===== src/decoderPkg.sv =====
package decoderPkg;

    typedef logic [15:0] instrT;  // One instruction word
    typedef logic [3:0]  regAddrT; // Register file address
    typedef logic [4:0]  psrT;    // N Z F L C, MSB first

    // Flag positions inside psrT
    localparam int NegBit   = 4;
    localparam int ZeroBit  = 3;
    localparam int FlagBit  = 2;
    localparam int LowBit   = 1;
    localparam int CarryBit = 0;

    // Major opcodes in bits 15 to 12
    typedef enum logic [3:0] {
        Rtype    = 4'b0000,
        Andi     = 4'b0001,
        Ori      = 4'b0010,
        Xori     = 4'b0011,
        MemJump  = 4'b0100, // Load, store and jumps share this one
        Addi     = 4'b0101,
        Addui    = 4'b0110,
        Shift    = 4'b1000,
        Subi     = 4'b1001,
        Cmpi     = 4'b1011,
        Bcond    = 4'b1100,
        Movi     = 4'b1101,
        Lui      = 4'b1111
    } opcodeT;

    // Condition codes in bits 11 to 8 of Jcond and Bcond
    typedef enum logic [3:0] {
        Eq            = 4'b0000,
        Neq           = 4'b0001,
        CarrySet      = 4'b0010,
        CarryClear    = 4'b0011,
        HigherThan    = 4'b0100,
        LowerOrSame   = 4'b0101,
        GreaterThan   = 4'b0110,
        Leq           = 4'b0111,
        Fset          = 4'b1000,
        Fclear        = 4'b1001,
        Lo            = 4'b1010,
        HigherOrSame  = 4'b1011,
        LessThan      = 4'b1100,
        Geq           = 4'b1101,
        Unconditional = 4'b1110,
        NoJump        = 4'b1111
    } condT;

    // How the datapath forms the immediate operand
    typedef enum logic [1:0] {
        ImmRaw     = 2'd0,
        ImmSignExt = 2'd1,
        ImmZeroExt = 2'd2,
        ImmZero    = 2'd3  // Operand forced to zero
    } immSelT;

    // Extension codes in bits 7 to 4
    localparam logic [3:0] ExtCompare = 4'b1011;
    localparam logic [3:0] ExtLsh     = 4'b0100;
    localparam logic [3:0] ExtLoad    = 4'b0000;
    localparam logic [3:0] ExtStore   = 4'b0100;
    localparam logic [3:0] ExtJcond   = 4'b1100;
    localparam logic [3:0] ExtAddu    = 4'b0110;

    localparam regAddrT RegZero  = 4'b0000;
    localparam instrT   NopInstr = 16'h0020; // OR r0,r0

endpackage


===== src/branchCondition.sv =====
`timescale 1ns/1ns

module branchCondition (
    input  decoderPkg::condT cond,
    input  decoderPkg::psrT  psr,
    output logic             conditionTrue
);

    logic negFlag;
    logic zeroFlag;
    logic fFlag;
    logic lowFlag;
    logic carryFlag;

    assign negFlag   = psr[decoderPkg::NegBit];
    assign zeroFlag  = psr[decoderPkg::ZeroBit];
    assign fFlag     = psr[decoderPkg::FlagBit];
    assign lowFlag   = psr[decoderPkg::LowBit];
    assign carryFlag = psr[decoderPkg::CarryBit];

    // One table serves both Jcond and Bcond
    always_comb begin
        conditionTrue = 1'b0;
        case (cond)
            decoderPkg::Eq:            conditionTrue = zeroFlag;
            decoderPkg::Neq:           conditionTrue = !zeroFlag;
            decoderPkg::GreaterThan:   conditionTrue = negFlag;
            decoderPkg::Geq:           conditionTrue = negFlag || zeroFlag;
            decoderPkg::LessThan:      conditionTrue = !negFlag && !zeroFlag;
            decoderPkg::Leq:           conditionTrue = !negFlag;
            decoderPkg::CarrySet:      conditionTrue = carryFlag;
            decoderPkg::CarryClear:    conditionTrue = !carryFlag;
            decoderPkg::HigherThan:    conditionTrue = lowFlag; // Unsigned compare uses L
            decoderPkg::LowerOrSame:   conditionTrue = !lowFlag;
            decoderPkg::HigherOrSame:  conditionTrue = lowFlag || zeroFlag;
            decoderPkg::Lo:            conditionTrue = !lowFlag && !zeroFlag;
            decoderPkg::Fset:          conditionTrue = fFlag;
            decoderPkg::Fclear:        conditionTrue = !fFlag;
            decoderPkg::Unconditional: conditionTrue = 1'b1;
            decoderPkg::NoJump:        conditionTrue = 1'b0;
            default:                   conditionTrue = 1'b0;
        endcase
    end

endmodule


===== src/controlDecode.sv =====
`timescale 1ns/1ns

module controlDecode (
    input  logic                 clk,
    input  logic                 rstN,
    input  decoderPkg::instrT    instruction,
    input  logic                 conditionTrue,
    output logic                 pcWrite,
    output logic                 ramWriteEnable,
    output logic                 regWriteEnable,
    output logic                 useImmediate,
    output logic                 regOperandSel,
    output logic                 writeBackFromAlu,
    output decoderPkg::immSelT   immSel,
    output decoderPkg::regAddrT  regWriteAddr,
    output decoderPkg::instrT    instructionOut
);

    decoderPkg::opcodeT  opcode;
    logic [3:0]          ext;

    logic                pcWriteNext;
    logic                ramWriteNext;
    logic                regWriteNext;
    logic                useImmNext;
    logic                regOperandNext;
    logic                writeBackAluNext;
    decoderPkg::immSelT  immSelNext;
    decoderPkg::regAddrT regWriteAddrNext;
    decoderPkg::instrT   instrNext;

    assign opcode = decoderPkg::opcodeT'(instruction[15:12]);
    assign ext    = instruction[7:4];

    always_comb begin
        pcWriteNext      = 1'b0;
        ramWriteNext     = 1'b0;
        regWriteNext     = 1'b0;
        useImmNext       = 1'b0;
        regOperandNext   = 1'b1;               // Register operand, not PC
        writeBackAluNext = 1'b1;
        immSelNext       = decoderPkg::ImmRaw;
        regWriteAddrNext = instruction[11:8];
        instrNext        = instruction;        // Most words reach the ALU as they are

        case (opcode)
            decoderPkg::Rtype: begin
                regWriteNext = (ext != decoderPkg::ExtCompare); // Compare only sets the PSR
            end
            decoderPkg::Shift: begin
                regWriteNext = 1'b1;
                if (ext != decoderPkg::ExtLsh) begin
                    useImmNext = 1'b1;                           // LSHI
                    immSelNext = decoderPkg::ImmRaw;
                end
            end
            decoderPkg::Lui: begin
                useImmNext   = 1'b1;
                immSelNext   = decoderPkg::ImmRaw;
                regWriteNext = 1'b1;
            end
            decoderPkg::Addi, decoderPkg::Addui, decoderPkg::Subi: begin
                useImmNext   = 1'b1;
                immSelNext   = decoderPkg::ImmSignExt;
                regWriteNext = 1'b1;
            end
            decoderPkg::Cmpi: begin
                useImmNext = 1'b1;
                immSelNext = decoderPkg::ImmSignExt;
            end
            decoderPkg::Andi, decoderPkg::Ori, decoderPkg::Xori, decoderPkg::Movi: begin
                useImmNext   = 1'b1;
                immSelNext   = decoderPkg::ImmZeroExt;
                regWriteNext = 1'b1;
            end
            decoderPkg::MemJump: begin
                case (ext)
                    decoderPkg::ExtLoad: begin
                        useImmNext       = 1'b1;
                        immSelNext       = decoderPkg::ImmZero; // Address is the register alone
                        regWriteNext     = 1'b1;
                        writeBackAluNext = 1'b0;                // Data comes back from RAM
                        instrNext = {4'b0000, instruction[11:8], decoderPkg::ExtAddu,
                                     instruction[3:0]};
                    end
                    decoderPkg::ExtStore: begin
                        ramWriteNext = 1'b1;
                        instrNext = {4'b0000, instruction[3:0], decoderPkg::ExtAddu,
                                     instruction[11:8]};        // Fields swap for the address
                    end
                    decoderPkg::ExtJcond: begin
                        if (conditionTrue) begin
                            useImmNext  = 1'b1;
                            immSelNext  = decoderPkg::ImmZero;
                            pcWriteNext = 1'b1;
                            instrNext = {4'b0000, decoderPkg::RegZero, decoderPkg::ExtAddu,
                                         instruction[3:0]};     // Target taken from the register
                        end else begin
                            instrNext = decoderPkg::NopInstr;
                        end
                    end
                    default: begin
                        // JAL and unused sub-codes pass through with enables off
                    end
                endcase
            end
            decoderPkg::Bcond: begin
                if (conditionTrue) begin
                    regOperandNext = 1'b0;                      // PC feeds the ALU
                    useImmNext     = 1'b1;
                    immSelNext     = decoderPkg::ImmSignExt;
                    pcWriteNext    = 1'b1;
                    instrNext = {decoderPkg::Addi, decoderPkg::RegZero, instruction[7:0]};
                end else begin
                    instrNext = decoderPkg::NopInstr;
                end
            end
            default: begin
                // Unknown opcodes leave every default in place
            end
        endcase
    end

    // Decode to execute boundary
    always_ff @(posedge clk or negedge rstN) begin
        if (!rstN) begin
            pcWrite          <= 1'b0;
            ramWriteEnable   <= 1'b0;
            regWriteEnable   <= 1'b0;
            useImmediate     <= 1'b0;
            regOperandSel    <= 1'b1;
            writeBackFromAlu <= 1'b1;
            immSel           <= decoderPkg::ImmRaw;
            regWriteAddr     <= '0;
            instructionOut   <= decoderPkg::NopInstr;
        end else begin
            pcWrite          <= pcWriteNext;
            ramWriteEnable   <= ramWriteNext;
            regWriteEnable   <= regWriteNext;
            useImmediate     <= useImmNext;
            regOperandSel    <= regOperandNext;
            writeBackFromAlu <= writeBackAluNext;
            immSel           <= immSelNext;
            regWriteAddr     <= regWriteAddrNext;
            instructionOut   <= instrNext;
        end
    end

endmodule


===== src/instructionDecoder.sv =====
`timescale 1ns/1ns

module instructionDecoder (
    input  logic                 clk,
    input  logic                 rstN,
    input  decoderPkg::instrT    instruction,
    input  decoderPkg::psrT      psr,
    output logic                 pcWrite,
    output logic                 ramWriteEnable,
    output logic                 regWriteEnable,
    output logic                 useImmediate,
    output logic                 regOperandSel,
    output logic                 writeBackFromAlu,
    output decoderPkg::immSelT   immSel,
    output decoderPkg::regAddrT  regWriteAddr,
    output decoderPkg::instrT    instructionOut
);

    logic conditionTrue; // Same decision for jumps and branches

    branchCondition u_branchCondition (
        .cond          (decoderPkg::condT'(instruction[11:8])),
        .psr           (psr),
        .conditionTrue (conditionTrue)
    );

    controlDecode u_controlDecode (
        .clk              (clk),
        .rstN             (rstN),
        .instruction      (instruction),
        .conditionTrue    (conditionTrue),
        .pcWrite          (pcWrite),
        .ramWriteEnable   (ramWriteEnable),
        .regWriteEnable   (regWriteEnable),
        .useImmediate     (useImmediate),
        .regOperandSel    (regOperandSel),
        .writeBackFromAlu (writeBackFromAlu),
        .immSel           (immSel),
        .regWriteAddr     (regWriteAddr),
        .instructionOut   (instructionOut)
    );

endmodule


===== config.mk =====
export PLATFORM = sky130hd
export DESIGN_NAME = instructionDecoder
export DESIGN_NICKNAME = d
export VERILOG_FILES = /design/src/decoderPkg.sv /design/src/branchCondition.sv /design/src/controlDecode.sv /design/src/instructionDecoder.sv
export SDC_FILE = /design/constraint.sdc
export NUM_CORES = 1
export LEC_CHECK = 0
export BUFFER_PORTS_ARGS = -buffer_cell sky130_fd_sc_hd__clkbuf_2
export CAP_MARGIN = 20
export CORE_ASPECT_RATIO = 1.4
export CORE_MARGIN = 3
export CORE_UTILIZATION = 44
export CTS_CLUSTER_DIAMETER = 60
export DETAILED_ROUTE_END_ITERATION = 16
export PLACE_DENSITY = 0.78
export SETUP_SLACK_MARGIN = 0.05
export SYNTH_ARGS = -nofsm -noshare
export SYNTH_HDL_FRONTEND = slang
export SYNTH_SLANG_ARGS = --single-unit

===== constraint.sdc =====
create_clock -name clk -period 0.8 [get_ports clk]
set_input_delay 0 -clock clk [delete_from_list [all_inputs] [get_ports clk]]
set_output_delay 0 -clock clk [all_outputs]
set_load 0.03 [all_outputs]

Yosys cells after proc, flatten, opt, wreduce, memory -nomap -nowiden
Index checks and enable logic that the tools add are counted.
- flip-flop bits (word level): 28
- input port bits: 23
- output and inout bits: 28
- logic and storage cells: 79
- equality and inequality tests: 31
- mux-type cells: 23
- reductions and logical operators: 16
- operator list (kind ; number):
    $eq A4 B4 Y1 const B ; 15
    $pmux W16 S3 ; 1
    $eq A4 B3 Y1 const B ; 8
    $pmux W16 S2 ; 1
    $reduce_or A9 Y1 ; 2
    $eq A4 B2 Y1 const B ; 4
    $pmux W1 S16 ; 1
    $mux W15 ; 1
    $logic_not A4 Y1 ; 3
    $mux W1 ; 11
    $eq A4 B1 Y1 const B ; 2
    $pmux W2 S4 ; 1
    $reduce_or A4 Y1 ; 2
    $mux W7 ; 1
    $logic_not A1 Y1 ; 5
    $ne A4 B3 Y1 const B ; 1
    $ne A4 B4 Y1 const B ; 1
    $pmux W1 S2 ; 2
    $pmux W1 S4 ; 1
    $pmux W2 S2 ; 1
    $pmux W1 S3 ; 1
    $logic_and A1 B1 Y1 ; 2
    $logic_or A1 B1 Y1 ; 2
    $mux W2 ; 1

Longest topological paths before layout
- depth after elaboration: 6
- mapped depth: 7
- gate-level depth less buffers: 6

Cells and area by module
Synthesis repeated with hierarchy kept, for this count alone.
- cell total of the unflattened synthesis: 128
- area, all modules: 1385.1 um^2
- by module, submodules not included (module ; instances ; cells each ; area an instance (um^2) ; seq. area each (um^2)):
    controlDecode ; 1 ; 102 ; 1211.2 ; 704.4
    branchCondition ; 1 ; 26 ; 173.9 ; 0.0

Least setup slack after synthesis
No wires, ideal clock.
- kind: in2reg
- start point: input instruction[12]
- end point: register u_controlDecode.instructionOut[7]
- library setup time: 126 ps
- arrival: 1226 ps
- data required time: 674 ps
- setup slack: -552 ps
- stages: 7
- path buffers: 2
- cells stage by stage: buf_2 > nor2_4 > and2_1 > clkbuf_2 > or3b_2 > o21a_1 > o311a_1
- word-level cells in the longest chain between the ends: 2
- elaborated cells between the ends (all ways): 3
- those cells by class: 2 x eq/ne; 1 x mux
- RTL lines (what ; line ; source):
    from (decl) ; instructionDecoder.sv:6 ; input decoderPkg::instrT instruction,
    $eq A4 B4 Y1 / $eq A4 B3 Y1 (equally long branches) ; controlDecode.sv:46 ; case (opcode)
    $pmux W16 S2 * ; controlDecode.sv:46 ;
    net u_controlDecode.instrNext[7] ; controlDecode.sv:30 ; decoderPkg::instrT instrNext;
    to (signal assigned) ; controlDecode.sv:135 ; instructionOut <= decoderPkg::NopInstr;
    to (signal assigned) ; controlDecode.sv:145 ; instructionOut <= instrNext;
    to (decl) ; controlDecode.sv:16 ; output decoderPkg::instrT instructionOut
The timed path passes the listed nets; every way through them passes the cells marked *.

Worst setup path after layout
- start point: input instruction[10]
- end point: register u_controlDecode.instructionOut[3]
- word-level cells in the longest chain between the ends: 5
- elaborated cells between the ends (all ways): 21
- those cells by class: 15 x eq/ne; 5 x mux; 1 x reduce/logical
- RTL lines (what ; line ; source):
    $eq A4 B4 Y1 (tied with other cells) ; branchCondition.sv:24 ; case (cond)
    $pmux W1 S16 * ; branchCondition.sv:24 ;
    $mux W7 ; controlDecode.sv:92 ; if (conditionTrue) begin
    $pmux W16 S3 ; controlDecode.sv:77 ; case (ext)
    $pmux W16 S2 * ; controlDecode.sv:46 ;
    net u_controlDecode.instrNext[3] ; controlDecode.sv:30 ;
Marked as above.

==> metrics <==
Synth area leaders=dfrtp_1 (44%), dfstp_2 (5.5%), o21ai_0 (4.6%), nand3_1 (2.8%), a22oi_1 (2.1%); crit path max fanout=5; Synth area leader=dfrtp_1; final setup violating endpoints=between 40 and 50; Worst-Margin Slew=around 400 ps; Syn Nets=162; YS warnings=0; clock buffer count from CTS=3; Hold Vio Cnt, Final=0; Initial Utilization=0.480; Comb power frac=0.313; Die Ht=about 73 um; Final min period=about 1300 ps; vias in the first global route=1577; main combinational cell family by area after synthesis=compound AO/OA/AOI/OAI gates; initial antenna violation count=0; Sequential Power Share=0.397; Clock Path Buffers=2; Core Region=between 2000 and 3000 sq um; maximum vdd drop=between 1500 and 2000 uV; post-synthesis adder-cell area fraction=0; GP Congestion=slightly above 0.9; LEAKAGE=about 0.0012 uW; Residual DRC=0; Yosys cell types=53; asr flop ratio synth=1.00; Cell Rows=23; multi-input logic area=about 760 sq um; post-synthesis mux area share=0.0141; Final Cycle Share=1.60; met3 usage=0.0446; status=finished with violations; Net Sw Frac=0.298; nets@finish=about 250; Ant. Diodes=0; GR Layer Usage met2=0.484; CTS Root Cell=clkbuf_8; Int Pwr=~2800 uW; htree depth=1; DRT Wirelength=between 5000 and 6000 um; I/O Buffers=50; Mean Syn Cell Area=10.2 sq um; Slew Limit Fails=0; via-per-instance ratio=around 6; Final Power=3990 uW; Yosys top cell area share=0.440; Fill cells=about 120; NetSw=about 1200 uW; most common cell after layout, fill and taps aside=buf_4; Congestion Overflow GR=0; Chip Width=around 54 um; Max Clock Freq=between 0.7 and 0.8 GHz; Slew Limit Headroom=0.732; clock tree from TritonCTS=done; Arrival @ worst endpoint=roughly 1400 ps; clock power share=0.290; dpl hpwl=between 2000 and 3000 um; Max-Cap Viols=0; ys flop type=dfrtp_1; DR WL/cell=21.3 um; failing checks=negative setup slack; area grow syn2layout=83.5%; initial DRC count=110; cell count after synthesis=139; Crit Path Category=in2reg; Post-synth EDFFs=0; Critical Path Start Type=input port; DRT antenna net count=0; most frequent cells in the layout=buf_4 (34), buf_8 (30), dfrtp_1 (25); cell area after synthesis=approximately 1400 sq um; 1st-pass router iterations=4; hold crit path type=in2reg; CTS clk-pin slew, worst paths=around 100 ps; largest net degree at the start of global routing=29; Synth Area in Simple Gates=0.190; nature of the critical path endpoint=flop; Ports=between 50 and 60; Critical Path End=u_controlDecode.instructionOut[3]; RSZ-0062 raised after global routing=yes; share of cells above drive strength 1=0.537; Most Used Layer, Global Route=met2; PD cells=roughly 1500 nW/um^2; GR Util All Layers=0.253; final worst slack=-479 ps; CP required=between 900 and 1000 ps; register area=704 sq um; Post-Synth XOR/XNOR Area=0.0123; global-route wire length before repair=7400 um; sequential share of the synthesized area=0.496; Critical Path Start=instruction[10]; Num Clock Sinks=28; post-synthesis compound-gate area fraction=0.233; Vias=1573; GR Util met1=0.259; Util after Layout=0.880; die area=around 4000 sq um; Synth Register Bits=28
==> flip-flops by register name (all words and copies together), names as in the netlist <==
signal,flops
u_controlDecode.immSel,2
u_controlDecode.instructionOut,16
u_controlDecode.pcWrite,1
u_controlDecode.ramWriteEnable,1
u_controlDecode.regOperandSel,1
u_controlDecode.regWriteAddr,4
u_controlDecode.regWriteEnable,1
u_controlDecode.useImmediate,1
u_controlDecode.writeBackFromAlu,1
==> power groups by stage <==
stage | registers (uW) | clock network (uW) | logic, uW
floorplan | 1760 | 0 | 309
global placement | 1560 | 0 | 851
detailed placement | 1560 | 0 | 875
CTS | 1550 | 1120 | 1060
global route | 1590 | 1220 | 1310
finish | 1580 | 1160 | 1250
==> cell usage after synthesis (2+ instances only) <==
cell	number
dfrtp_1	25
xnor2_1	2
nand2b_1	2
clkbuf_1	7
nand3_1	8
a22o_1	3
nor2b_1	3
nor3_1	3
a2bb2oi_1	2
a22oi_1	4
nor2_1	4
and3_1	2
a31oi_1	2
mux2i_1	2
o21ai_0	13
inv_1	5
a21oi_1	5
nand3b_1	2
nand2_1	8
o21bai_1	2
dfstp_2	3
==> cells by family (layout without fill, tap and decap cells) <==
| family | after synthesis | in the layout |
|---|---|---|
| multiplexers | 2 | 2 |
| AO/OA/AOI/OAI | 46 | 46 |
| buffers and inverters | 17 | 107 |
| flip-flops | 28 | 28 |
| AND/OR/NAND/NOR | 44 | 44 |
| XOR/XNOR | 2 | 2 |
==> worst min-delay path by stage <==
stage / to / start / slack (ps) / depth (start not counted)
after floorplan: u_controlDecode.immSel[0] / rstN / -300 / 0
after global placement: u_controlDecode.regWriteAddr[0] / rstN / -40 / 2
after detailed placement: u_controlDecode.regWriteAddr[3] / rstN / -40 / 2
after CTS: u_controlDecode.instructionOut[10] / instruction[2] / 0.05 / 2
after global routing: u_controlDecode.instructionOut[10] / instruction[2] / 10 / 2
final: u_controlDecode.instructionOut[9] / instruction[1] / 20 / 2
==> final cells by class <==
cell class                      count  share of cell area
Inverter                            6              0.0106
Tap cell                           37              0.0178
Sequential cell                    28               0.270
Clock inverter                      1              0.0115
Multi-Input combinational cell     94               0.293
Timing Repair Buffer               97               0.381
Clock buffer                        3              0.0158
==> layer usage <==
| metal | vias up | routed length, um | share of wire |
|---|---|---|---|
| met1 | 754 | 2000 | 0.35 |
| met2 | 102 | 2990 | 0.53 |
| met4 | 0 | 300 | 0.053 |
| met3 | 28 | 375 | 0.066 |
| li1 | 689 | - | - |
| met5 | - | 0 | 0 |
==> critical path, cell delays in order <==
cell	delay (ps)
buf_6	100
buf_6	120
o21bai_4	160
mux2i_2	140
a311o_2	390
nor2_1	310
o21ai_0	190
==> through the flow <==
step	instance area, sq um	hold slack [ps]	TNS, ps	cells	setup WS, ps
finish	2610	20.2	-6960	266	-479
global route	2610	10.6	-8190	266	-530
CTS	2360	0.0463	-5590	258	-351
detailed placement	1960	-37.3	-10680	247	-674
global placement	1960	-40.7	-9650	247	-631
floorplan	1480	-296	-6510	139	-456
==> timing repair <==
item,in CTS,in global routing
setup endpoints to repair,43,49
hold endpoints to repair,32,1
gates resized for setup,63,75
setup buffers,2,7
pin swaps,7,11
hold buffers,6,1
(Power assumes the default switching activity.)
